## src/logic/lcd_pkg.sv

```systemverilog
/*
  widths, draw codes and LCD constants shared by the pet display blocks
  x positions are LCD columns 0..83, y positions are banks 0..5
  icons are one bank high; the bar reuses the icon position tables
*/
package lcd_pkg;

	// ----------------------------------------
	// types
	typedef logic [7:0] lcd_byte_t;      // command or display data
	typedef logic [4:0] col_idx_t;       // column inside one job
	typedef logic [3:0] level_t;         // hunger level from the core

	typedef enum logic [2:0] {
		DRAW_PEAR   = 3'd0,
		DRAW_CLOUD  = 3'd1,
		DRAW_HEART  = 3'd2,
		DRAW_CARROT = 3'd3,
		DRAW_CROSS  = 3'd4,
		DRAW_BAR    = 3'd5
	} draw_code_t;

	typedef enum logic [2:0] {
		BOOT_RESET = 3'd0,
		BOOT_INIT  = 3'd1,
		BOOT_CLEAR = 3'd2,
		SERVE_IDLE = 3'd3,
		SERVE_DRAW = 3'd4
	} boot_state_t;

	// ----------------------------------------
	// LCD command set
	// extended set, Vop, basic set, normal mode
	localparam lcd_byte_t INIT_CMD [4] = '{8'h21, 8'h90, 8'h20, 8'h0C};
	localparam int        CLEAR_BYTES  = 504;    // 84 columns x 6 banks
	localparam lcd_byte_t SET_X_BASE   = 8'h80;
	localparam lcd_byte_t SET_Y_BASE   = 8'h40;

	// ----------------------------------------
	// placement, indexed by draw_code_t
	localparam lcd_byte_t ICON_X [6] = '{8'd0, 8'd27, 8'd56, 8'd14, 8'd26, 8'd9};
	localparam lcd_byte_t ICON_Y [6] = '{8'd0, 8'd0, 8'd0, 8'd3, 8'd2, 8'd0};

	localparam int        BAR_COLS = 16;
	localparam lcd_byte_t BAR_FILL = 8'h7E;      // filled column, rows 1..6

	// columns per job, the bar entry is BAR_COLS
	localparam col_idx_t ICON_W [6] = '{5'd7, 5'd9, 5'd9, 5'd9, 5'd8, 5'(BAR_COLS)};

	// ----------------------------------------
	// timing
	localparam int SCLK_DIV       = 4;   // system clocks per sclk half-period
	localparam int LCD_RST_CYCLES = 8;   // lcd reset hold after rst_n release

endpackage

```

## src/logic/lcd_spi_tx.sv

```systemverilog
/*
  write-only SPI byte sender, mode 0, MSB first
  one byte takes 16*SCLK_DIV+2 cycles from accept until tx_ready returns
  dc is latched at accept and held while sce is low
*/
`timescale 1ns/10ps

module lcd_spi_tx (
	input  logic                clock,
	input  logic                rst_n,
	input  lcd_pkg::lcd_byte_t  tx_byte,
	input  logic                tx_dc,
	input  logic                tx_valid,
	output logic                tx_ready,
	output logic                sce,
	output logic                sclk,
	output logic                mosi,
	output logic                dc
);

	localparam int DIV_W = (lcd_pkg::SCLK_DIV > 1) ? $clog2(lcd_pkg::SCLK_DIV) : 1;
	localparam logic [DIV_W-1:0] DIV_LAST = DIV_W'(lcd_pkg::SCLK_DIV - 1);

	logic               busy;
	logic [DIV_W-1:0]   div_cnt;
	logic [4:0]         half_cnt;   // 0..15 shifting, 16 and 17 tail
	lcd_pkg::lcd_byte_t shreg;
	logic               dc_q;
	logic               half_tick;

	assign half_tick = busy && (half_cnt < 5'd16) && (div_cnt == DIV_LAST);

	// ----------------------------------------
	// control
	always_ff @(posedge clock or negedge rst_n) begin
		if (!rst_n) begin
			busy     <= 1'b0;
			sce      <= 1'b1;
			sclk     <= 1'b0;
			div_cnt  <= '0;
			half_cnt <= '0;
		end else if (!busy) begin
			if (tx_valid) begin
				busy     <= 1'b1;
				sce      <= 1'b0;
				div_cnt  <= '0;
				half_cnt <= '0;
			end
		end else if (half_cnt < 5'd16) begin
			if (div_cnt == DIV_LAST) begin
				div_cnt  <= '0;
				half_cnt <= half_cnt + 5'd1;
				sclk     <= ~sclk;
			end else begin
				div_cnt <= div_cnt + 1'b1;
			end
		end else if (half_cnt == 5'd16) begin
			half_cnt <= 5'd17;      // hold sce low one more cycle
		end else begin
			busy <= 1'b0;
			sce  <= 1'b1;
		end
	end

	// payload
	always_ff @(posedge clock) begin
		if (!busy && tx_valid) begin
			shreg <= tx_byte;
			dc_q  <= tx_dc;
		end else if (half_tick && sclk) begin
			shreg <= {shreg[6:0], 1'b0};   // next bit on falling sclk
		end
	end

	assign tx_ready = ~busy;
	assign mosi     = shreg[7];
	assign dc       = dc_q;

endmodule

```

## src/logic/lcd_sprite_rom.sv

```systemverilog
/*
  column patterns of the five single-bank icons, bit 0 is the top pixel
  columns at or past the icon width read as zero, the bar row is blank
*/
`timescale 1ns/10ps

module lcd_sprite_rom (
	input  lcd_pkg::draw_code_t code,
	input  lcd_pkg::col_idx_t   col,
	output lcd_pkg::lcd_byte_t  pixels,
	output lcd_pkg::col_idx_t   width
);

	localparam int MAX_W = 9;

	// ----------------------------------------
	localparam lcd_pkg::lcd_byte_t COLS [6][MAX_W] = '{
		// pear
		'{8'h30, 8'h48, 8'h84, 8'h82, 8'h87, 8'h49, 8'h30, 8'h00, 8'h00},
		// cloud
		'{8'h18, 8'h24, 8'h42, 8'h41, 8'h41, 8'h41, 8'h42, 8'h24, 8'h18},
		// heart
		'{8'h0C, 8'h12, 8'h21, 8'h41, 8'h82, 8'h41, 8'h21, 8'h12, 8'h0C},
		// carrot top
		'{8'h80, 8'hC0, 8'h40, 8'h40, 8'h78, 8'h4E, 8'hC2, 8'h3E, 8'h20},
		// cross
		'{8'h3C, 8'h24, 8'hE7, 8'h81, 8'h81, 8'hE7, 8'h24, 8'h3C, 8'h00},
		// bar, filled by the engine
		'{8'h00, 8'h00, 8'h00, 8'h00, 8'h00, 8'h00, 8'h00, 8'h00, 8'h00}
	};

	always_comb begin
		width  = lcd_pkg::ICON_W[code];
		pixels = '0;
		if ((col < width) && (col < 5'(MAX_W))) begin
			pixels = COLS[code][col[3:0]];
		end
	end

endmodule

```

## src/logic/lcd_draw_engine.sv

```systemverilog
/*
  one draw job: set X, set Y, then the data columns of an icon or the bar
  address bytes go with dc low, data with dc high
  job_done pulses the cycle after the last data byte is taken
*/
`timescale 1ns/10ps

module lcd_draw_engine (
	input  logic                clock,
	input  logic                rst_n,
	input  logic                job_valid,
	input  lcd_pkg::draw_code_t job_code,
	input  lcd_pkg::level_t     job_level,
	input  logic                tx_ready,
	output logic                job_ready,
	output logic                job_done,
	output lcd_pkg::lcd_byte_t  tx_byte,
	output logic                tx_dc,
	output logic                tx_valid
);

	typedef enum logic [1:0] {
		E_IDLE  = 2'd0,
		E_SET_X = 2'd1,
		E_SET_Y = 2'd2,
		E_DATA  = 2'd3
	} eng_state_t;

	eng_state_t          state;
	lcd_pkg::draw_code_t code_q;
	lcd_pkg::level_t     level_q;
	lcd_pkg::col_idx_t   col;
	lcd_pkg::lcd_byte_t  rom_pixels;
	lcd_pkg::col_idx_t   rom_width;
	lcd_pkg::lcd_byte_t  bar_byte;
	logic                last_col;

	lcd_sprite_rom u_rom (
		.code   (code_q),
		.col    (col),
		.pixels (rom_pixels),
		.width  (rom_width)
	);

	assign bar_byte = (col < {1'b0, level_q}) ? lcd_pkg::BAR_FILL : '0;
	assign last_col = (col == rom_width - 5'd1);

	// ----------------------------------------
	// byte channel
	assign job_ready = (state == E_IDLE);
	assign tx_valid  = (state != E_IDLE);
	assign tx_dc     = (state == E_DATA);

	always_comb begin
		case (state)
			E_SET_X: tx_byte = lcd_pkg::SET_X_BASE | lcd_pkg::ICON_X[code_q];
			E_SET_Y: tx_byte = lcd_pkg::SET_Y_BASE | lcd_pkg::ICON_Y[code_q];
			E_DATA:  tx_byte = (code_q == lcd_pkg::DRAW_BAR) ? bar_byte : rom_pixels;
			default: tx_byte = '0;
		endcase
	end

	// ----------------------------------------
	// sequencing
	always_ff @(posedge clock or negedge rst_n) begin
		if (!rst_n) begin
			state    <= E_IDLE;
			job_done <= 1'b0;
		end else begin
			job_done <= 1'b0;
			case (state)
				E_IDLE: if (job_valid) state <= E_SET_X;
				E_SET_X: if (tx_ready) state <= E_SET_Y;
				E_SET_Y: if (tx_ready) state <= E_DATA;
				E_DATA: begin
					if (tx_ready && last_col) begin
						state    <= E_IDLE;
						job_done <= 1'b1;
					end
				end
				default: state <= E_IDLE;
			endcase
		end
	end

	// job fields and column counter
	always_ff @(posedge clock) begin
		if (state == E_IDLE) begin
			if (job_valid) begin
				code_q  <= job_code;
				level_q <= job_level;
			end
			col <= '0;
		end else if (state == E_DATA && tx_ready) begin
			col <= col + 5'd1;
		end
	end

endmodule

```

## src/logic/lcd_pet_ctrl.sv

```systemverilog
/*
  boot sequence: LCD reset pulse, init commands, full clear
  then forwards one draw request at a time to the draw engine
  ready rises only once the SPI link is idle
*/
`timescale 1ns/10ps

module lcd_pet_ctrl (
	input  logic                clock,
	input  logic                rst_n,
	input  logic                draw_valid,
	input  lcd_pkg::draw_code_t draw_code,
	input  lcd_pkg::level_t     hunger_level,
	input  logic                tx_ready,
	input  logic                job_ready,
	input  logic                job_done,
	output logic                lcd_rst_n,
	output logic                ready,
	output logic                done,
	output logic                job_valid,
	output lcd_pkg::draw_code_t job_code,
	output lcd_pkg::level_t     job_level,
	output logic                engine_active,
	output lcd_pkg::lcd_byte_t  tx_byte,
	output logic                tx_dc,
	output logic                tx_valid
);

	localparam int RST_W = $clog2(lcd_pkg::LCD_RST_CYCLES + 1);
	localparam logic [8:0] CLEAR_LAST = 9'(lcd_pkg::CLEAR_BYTES - 1);

	lcd_pkg::boot_state_t state;
	logic [RST_W-1:0]     rst_cnt;
	logic [8:0]           byte_cnt;    // init index, then clear count

	// ----------------------------------------
	// boot byte source
	always_comb begin
		tx_valid = 1'b0;
		tx_dc    = 1'b0;
		tx_byte  = '0;
		case (state)
			lcd_pkg::BOOT_INIT: begin
				tx_valid = 1'b1;
				tx_byte  = lcd_pkg::INIT_CMD[byte_cnt[1:0]];
			end
			lcd_pkg::BOOT_CLEAR: begin
				tx_valid = 1'b1;
				tx_dc    = 1'b1;      // zero data bytes
			end
			default: ;
		endcase
	end

	assign engine_active = (state == lcd_pkg::SERVE_DRAW);

	// ----------------------------------------
	// boot and serve FSM
	always_ff @(posedge clock or negedge rst_n) begin
		if (!rst_n) begin
			state     <= lcd_pkg::BOOT_RESET;
			rst_cnt   <= '0;
			byte_cnt  <= '0;
			lcd_rst_n <= 1'b0;
			ready     <= 1'b0;
			done      <= 1'b0;
			job_valid <= 1'b0;
		end else begin
			done <= 1'b0;
			case (state)
				lcd_pkg::BOOT_RESET: begin
					rst_cnt <= rst_cnt + 1'b1;
					if (rst_cnt == RST_W'(lcd_pkg::LCD_RST_CYCLES - 1)) begin
						lcd_rst_n <= 1'b1;
						state     <= lcd_pkg::BOOT_INIT;
					end
				end
				lcd_pkg::BOOT_INIT: begin
					if (tx_ready) begin
						byte_cnt <= byte_cnt + 9'd1;
						if (byte_cnt == 9'd3) begin
							byte_cnt <= '0;
							state    <= lcd_pkg::BOOT_CLEAR;
						end
					end
				end
				lcd_pkg::BOOT_CLEAR: begin
					if (tx_ready) begin
						byte_cnt <= byte_cnt + 9'd1;
						if (byte_cnt == CLEAR_LAST) state <= lcd_pkg::SERVE_IDLE;
					end
				end
				lcd_pkg::SERVE_IDLE: begin
					if (!ready) begin
						ready <= tx_ready;    // wait out the last byte on the wire
					end else if (draw_valid) begin
						ready     <= 1'b0;
						job_valid <= 1'b1;
						state     <= lcd_pkg::SERVE_DRAW;
					end
				end
				lcd_pkg::SERVE_DRAW: begin
					if (job_valid && job_ready) job_valid <= 1'b0;
					if (job_done) begin
						done  <= 1'b1;
						state <= lcd_pkg::SERVE_IDLE;
					end
				end
				default: state <= lcd_pkg::BOOT_RESET;
			endcase
		end
	end

	// request fields, sampled on accept
	always_ff @(posedge clock) begin
		if (state == lcd_pkg::SERVE_IDLE && ready && draw_valid) begin
			job_code  <= draw_code;
			job_level <= hunger_level;
		end
	end

endmodule

```

## src/logic/lcd_pet_top.sv

```systemverilog
/*
  pet display top: controller, draw engine and SPI sender
  the byte channel belongs to the engine while engine_active is high
*/
`timescale 1ns/10ps

module lcd_pet_top (
	input  logic                clock,
	input  logic                rst_n,
	input  logic                draw_valid,
	input  lcd_pkg::draw_code_t draw_code,
	input  lcd_pkg::level_t     hunger_level,
	output logic                ready,
	output logic                done,
	output logic                sce,
	output logic                sclk,
	output logic                mosi,
	output logic                dc,
	output logic                lcd_rst_n
);

	logic                engine_active;
	logic                job_valid;
	logic                job_ready;
	logic                job_done;
	lcd_pkg::draw_code_t job_code;
	lcd_pkg::level_t     job_level;
	lcd_pkg::lcd_byte_t  ctl_tx_byte;
	logic                ctl_tx_dc;
	logic                ctl_tx_valid;
	lcd_pkg::lcd_byte_t  eng_tx_byte;
	logic                eng_tx_dc;
	logic                eng_tx_valid;
	lcd_pkg::lcd_byte_t  tx_byte;
	logic                tx_dc;
	logic                tx_valid;
	logic                tx_ready;

	// ----------------------------------------
	// byte channel owner
	assign tx_byte  = engine_active ? eng_tx_byte  : ctl_tx_byte;
	assign tx_dc    = engine_active ? eng_tx_dc    : ctl_tx_dc;
	assign tx_valid = engine_active ? eng_tx_valid : ctl_tx_valid;

	lcd_pet_ctrl u_ctrl (
		.clock         (clock),
		.rst_n         (rst_n),
		.draw_valid    (draw_valid),
		.draw_code     (draw_code),
		.hunger_level  (hunger_level),
		.tx_ready      (tx_ready),
		.job_ready     (job_ready),
		.job_done      (job_done),
		.lcd_rst_n     (lcd_rst_n),
		.ready         (ready),
		.done          (done),
		.job_valid     (job_valid),
		.job_code      (job_code),
		.job_level     (job_level),
		.engine_active (engine_active),
		.tx_byte       (ctl_tx_byte),
		.tx_dc         (ctl_tx_dc),
		.tx_valid      (ctl_tx_valid)
	);

	lcd_draw_engine u_engine (
		.clock     (clock),
		.rst_n     (rst_n),
		.job_valid (job_valid),
		.job_code  (job_code),
		.job_level (job_level),
		.tx_ready  (tx_ready),
		.job_ready (job_ready),
		.job_done  (job_done),
		.tx_byte   (eng_tx_byte),
		.tx_dc     (eng_tx_dc),
		.tx_valid  (eng_tx_valid)
	);

	lcd_spi_tx u_spi (
		.clock    (clock),
		.rst_n    (rst_n),
		.tx_byte  (tx_byte),
		.tx_dc    (tx_dc),
		.tx_valid (tx_valid),
		.tx_ready (tx_ready),
		.sce      (sce),
		.sclk     (sclk),
		.mosi     (mosi),
		.dc       (dc)
	);

endmodule

```

## config.mk

```make
export PLATFORM = sky130hd
export DESIGN_NAME = lcd_pet_top
export DESIGN_NICKNAME = d
export VERILOG_FILES = /design/src/logic/lcd_pkg.sv /design/src/logic/lcd_spi_tx.sv /design/src/logic/lcd_sprite_rom.sv /design/src/logic/lcd_draw_engine.sv /design/src/logic/lcd_pet_ctrl.sv /design/src/logic/lcd_pet_top.sv
export SDC_FILE = /design/constraint.sdc
export NUM_CORES = 1
export LEC_CHECK = 0
export BUFFER_PORTS_ARGS = -buffer_cell sky130_fd_sc_hd__buf_2
export CAP_MARGIN = 20
export CORE_ASPECT_RATIO = 0.7
export CORE_MARGIN = 2
export CORE_UTILIZATION = 23
export DETAILED_ROUTE_END_ITERATION = 6
export PLACE_DENSITY = 0.35
export SKIP_CTS_REPAIR_TIMING = 1
export SYNTH_ARGS = -nofsm -noshare
export SYNTH_HDL_FRONTEND = slang
export SYNTH_SLANG_ARGS = --single-unit
```

## constraint.sdc

```tcl
create_clock -name clock -period 3.1 [get_ports clock]
set_input_delay 0.465 -clock clock [delete_from_list [all_inputs] [get_ports clock]]
set_output_delay 0.465 -clock clock [all_outputs]
set_load 0.01 [all_outputs]
```

==> impl_results.md <==
* Status: finished, final reports clean
* Area growth, synth to finish at 15.6%
* Final setup viols at 0
* Port Buffers at 16
* Core area at 0.0173 mm2
* Routed len/inst at 16.2 um
* Post-layout min period at 2.89 ns
* Routed wl met2 at 4510 um
* Final worst setup slack at 0.211 ns
* Synth cell types at 76
* Die height at 116 um
* RSZ-0062 raised after global routing: no
* Fin crit share at 93.2%
* Nets at 503
* FFs w/ async S/R, synth at 54.1%
* CTS buffer count at 9
* Synth area leaders: dfrtp_1 (20%), edfxtp_1 (17%), ha_1 (9.8%)
* Mapped Nets at 485
* Wire length on met1 at 6360 um
* Max_slew headroom at 47.3%
* Seq/Total Area, Yosys at 39.4%
* EDFF count, synth at 23
* Synthesized flop and latch total at 61
* Routed vias at 3330
* LEAKAGE at 1.94 nW
* CP arrival at 3.06 ns
* Full die area at 0.0189 mm2
* Post-route design area at 0.00474 mm2
* Worst-path clk slew at 0.06 ns
* CTS tree: built
* Area leader, netlist: dfrtp_1
* YS warnings at 0
* Clock Path Buffers at 2
* Layout cells sized above 1 at 12.4%
* Ys flop type: dfrtp_1
* Mapped cell area at 0.00410 mm2
* Final hold viol count at 0
* Worst-Margin Slew at 0.790 ns
* Die width at 164 um
* Total GRT Usage at 12.6%
* Nature of the critical path endpoint: register
* Met3 wire len at 284 um
* Synthesized area per cell at 9.26 um2
* Worst Setup Start Kind: register
* Yosys top cell area share at 19.5%
* Final core occ at 27.4%
* Pins over their slew limit at 0
* Count of max-cap constraint violations at 0
* First-pass GRT wire length at 18000 um
* Uppermost layer routed: met4
* Initial antenna violation count at 0
* Total congestion overflow at 0
* Crit Path Max Fanout at 8
* Synth top cells by count: nand2_1 (39), nor2_1 (34), dfrtp_1 (32), ha_1 (32), o21ai_0 (29)
* Dpl cell area at 0.00448 mm2
* Initial drt markers at 226
* Avg Vias per Cell at 4.78
* Worst slack at placement at 0.255 ns
* Final ANT Viol Nets at 0
* N_diodes at 0
* Post-Syn Instances at 443
* Worst Setup Path Type: reg2reg
* Total Power at 1.76 mW
* Layout fillers at 1855
* Initial Util at 23.7%
* HPWL Detailed at 8270 um
* CTS Root Cell: clkbuf_16
* Top-count cell post-synth: nand2_1
* Final TNS setup at 0 ns
* Worst Path Required at 3.27 ns
* # DRC at 0
* Htree depth at 3
* Wirelength, routed at 11300 um
* Clk_skew at 0.00839 ns
* Min-Delay Path Class: in2async
* Drt pass-1 iters at 4
* Vias in the first global route at 3220
* Pwr dens at 371 mW/mm2
* # IOs at 17
* Final Wtd Congestion at 0.820
* VDD IR max at 0.270 mV
* Largest net degree at the start of global routing at 34
* Row cnt at 40
* FMAX at 346 MHz
* Worst skew pair latency at 0.33 ns
* CTS Sinks at 61
==> cell type report <==
class                   count  area, um2  area share (%)
multi-input cells         335       2290            48.4
flip-flops and latches     61       1620            34.1
well taps                 231        289            6.09
clock buffers               9        225            4.75
repair buffers             30        185            3.91
inverters                  24       90.1            1.90
clock inverters             7       41.3           0.871
==> final timing paths <==
check,startpoint,end,slack [ns],cells past startpoint
worst max-delay path,u_engine.code_q[1],u_spi.shreg[3],0.21,9
worst min-delay path,rst_n,u_ctrl.byte_cnt[2],0.22,1
worst max register to register,u_engine.code_q[1],u_spi.shreg[3],0.21,9
worst min register to register,u_ctrl.job_level[2],u_engine.level_q[2],0.42,0
max in group asynchronous,rst_n,u_spi.half_cnt[3],2.38,1
min in group clock,hunger_level[1],u_ctrl.job_level[1],0.31,1
==> layer usage <==
layer | track usage (%) | up-vias
li1 | - | 1660
met1 | 19.1 | 1625
met2 | 17.4 | 37
met3 | 3.04 | 8
met4 | 3.74 | 0
met5 | 0 | -
==> through the flow <==
stage                     hold WS (ns)  std cells
final                            0.218        697
after global routing             0.266        697
after CTS                        0.239        697
after detailed placement         0.406        681
after global placement           0.403        681
after floorplan                  0.169        443
==> state kept, by name, indices dropped and copies added, names as in the netlist, 2 cells and up <==
register / cells
u_ctrl.byte_cnt: 9
u_spi.shreg: 8
u_engine.col: 5
u_spi.half_cnt: 5
u_ctrl.job_level: 4
u_ctrl.rst_cnt: 4
u_engine.level_q: 4
u_ctrl.job_code: 3
u_ctrl.state: 3
u_engine.code_q: 3
u_engine.state: 2
u_spi.div_cnt: 2
==> power by group <==
part           switching (mW)  total (mW)  leakage [nW]  internal [mW]
combinational         0.00985      0.0137          1.14        0.00389
clock                   0.380       0.914         0.127          0.534
sequential                  0       0.834         0.666          0.834
==> cells in the final DEF, fill, tap and decap left out, types with 10 or more instances in the layout <==
cell type | synthesis | layout
a21oi_1 | 25 | 25
buf_2 | 8 | 16
buf_4 | 1 | 14
dfrtp_1 | 32 | 32
edfxtp_1 | 23 | 23
ha_1 | 32 | 32
inv_1 | 23 | 23
nand2_1 | 39 | 39
nand3_1 | 12 | 12
nor2_1 | 34 | 34
nor2b_1 | 12 | 12
o211ai_1 | 10 | 10
o21ai_0 | 29 | 29
xnor2_1 | 11 | 11
==> worst max-delay path, stage by stage, from the launching register on <==
cell,delay (ns)
edfxtp_1,0.46
inv_1,0.15
ha_1,0.36
nand2b_1,0.18
ha_1,0.29
nor2b_1,0.13
o2111a_1,0.27
or4_1,0.42
a311o_1,0.33
a22oi_1,0.13
==> cell families after synthesis <==
family	after synthesis	share of synthesized area, %
and+or+nand+nor	156	20.3
AOI/OAI and AO/OA	121	19.9
DFF	61	39.4
buffers and inverters	47	4.67
adders and majority gates	32	9.76
xor gates and xnor gates	18	3.84
muxes	8	2.04
No activity file was read; power rests on OpenSTA's default activity.
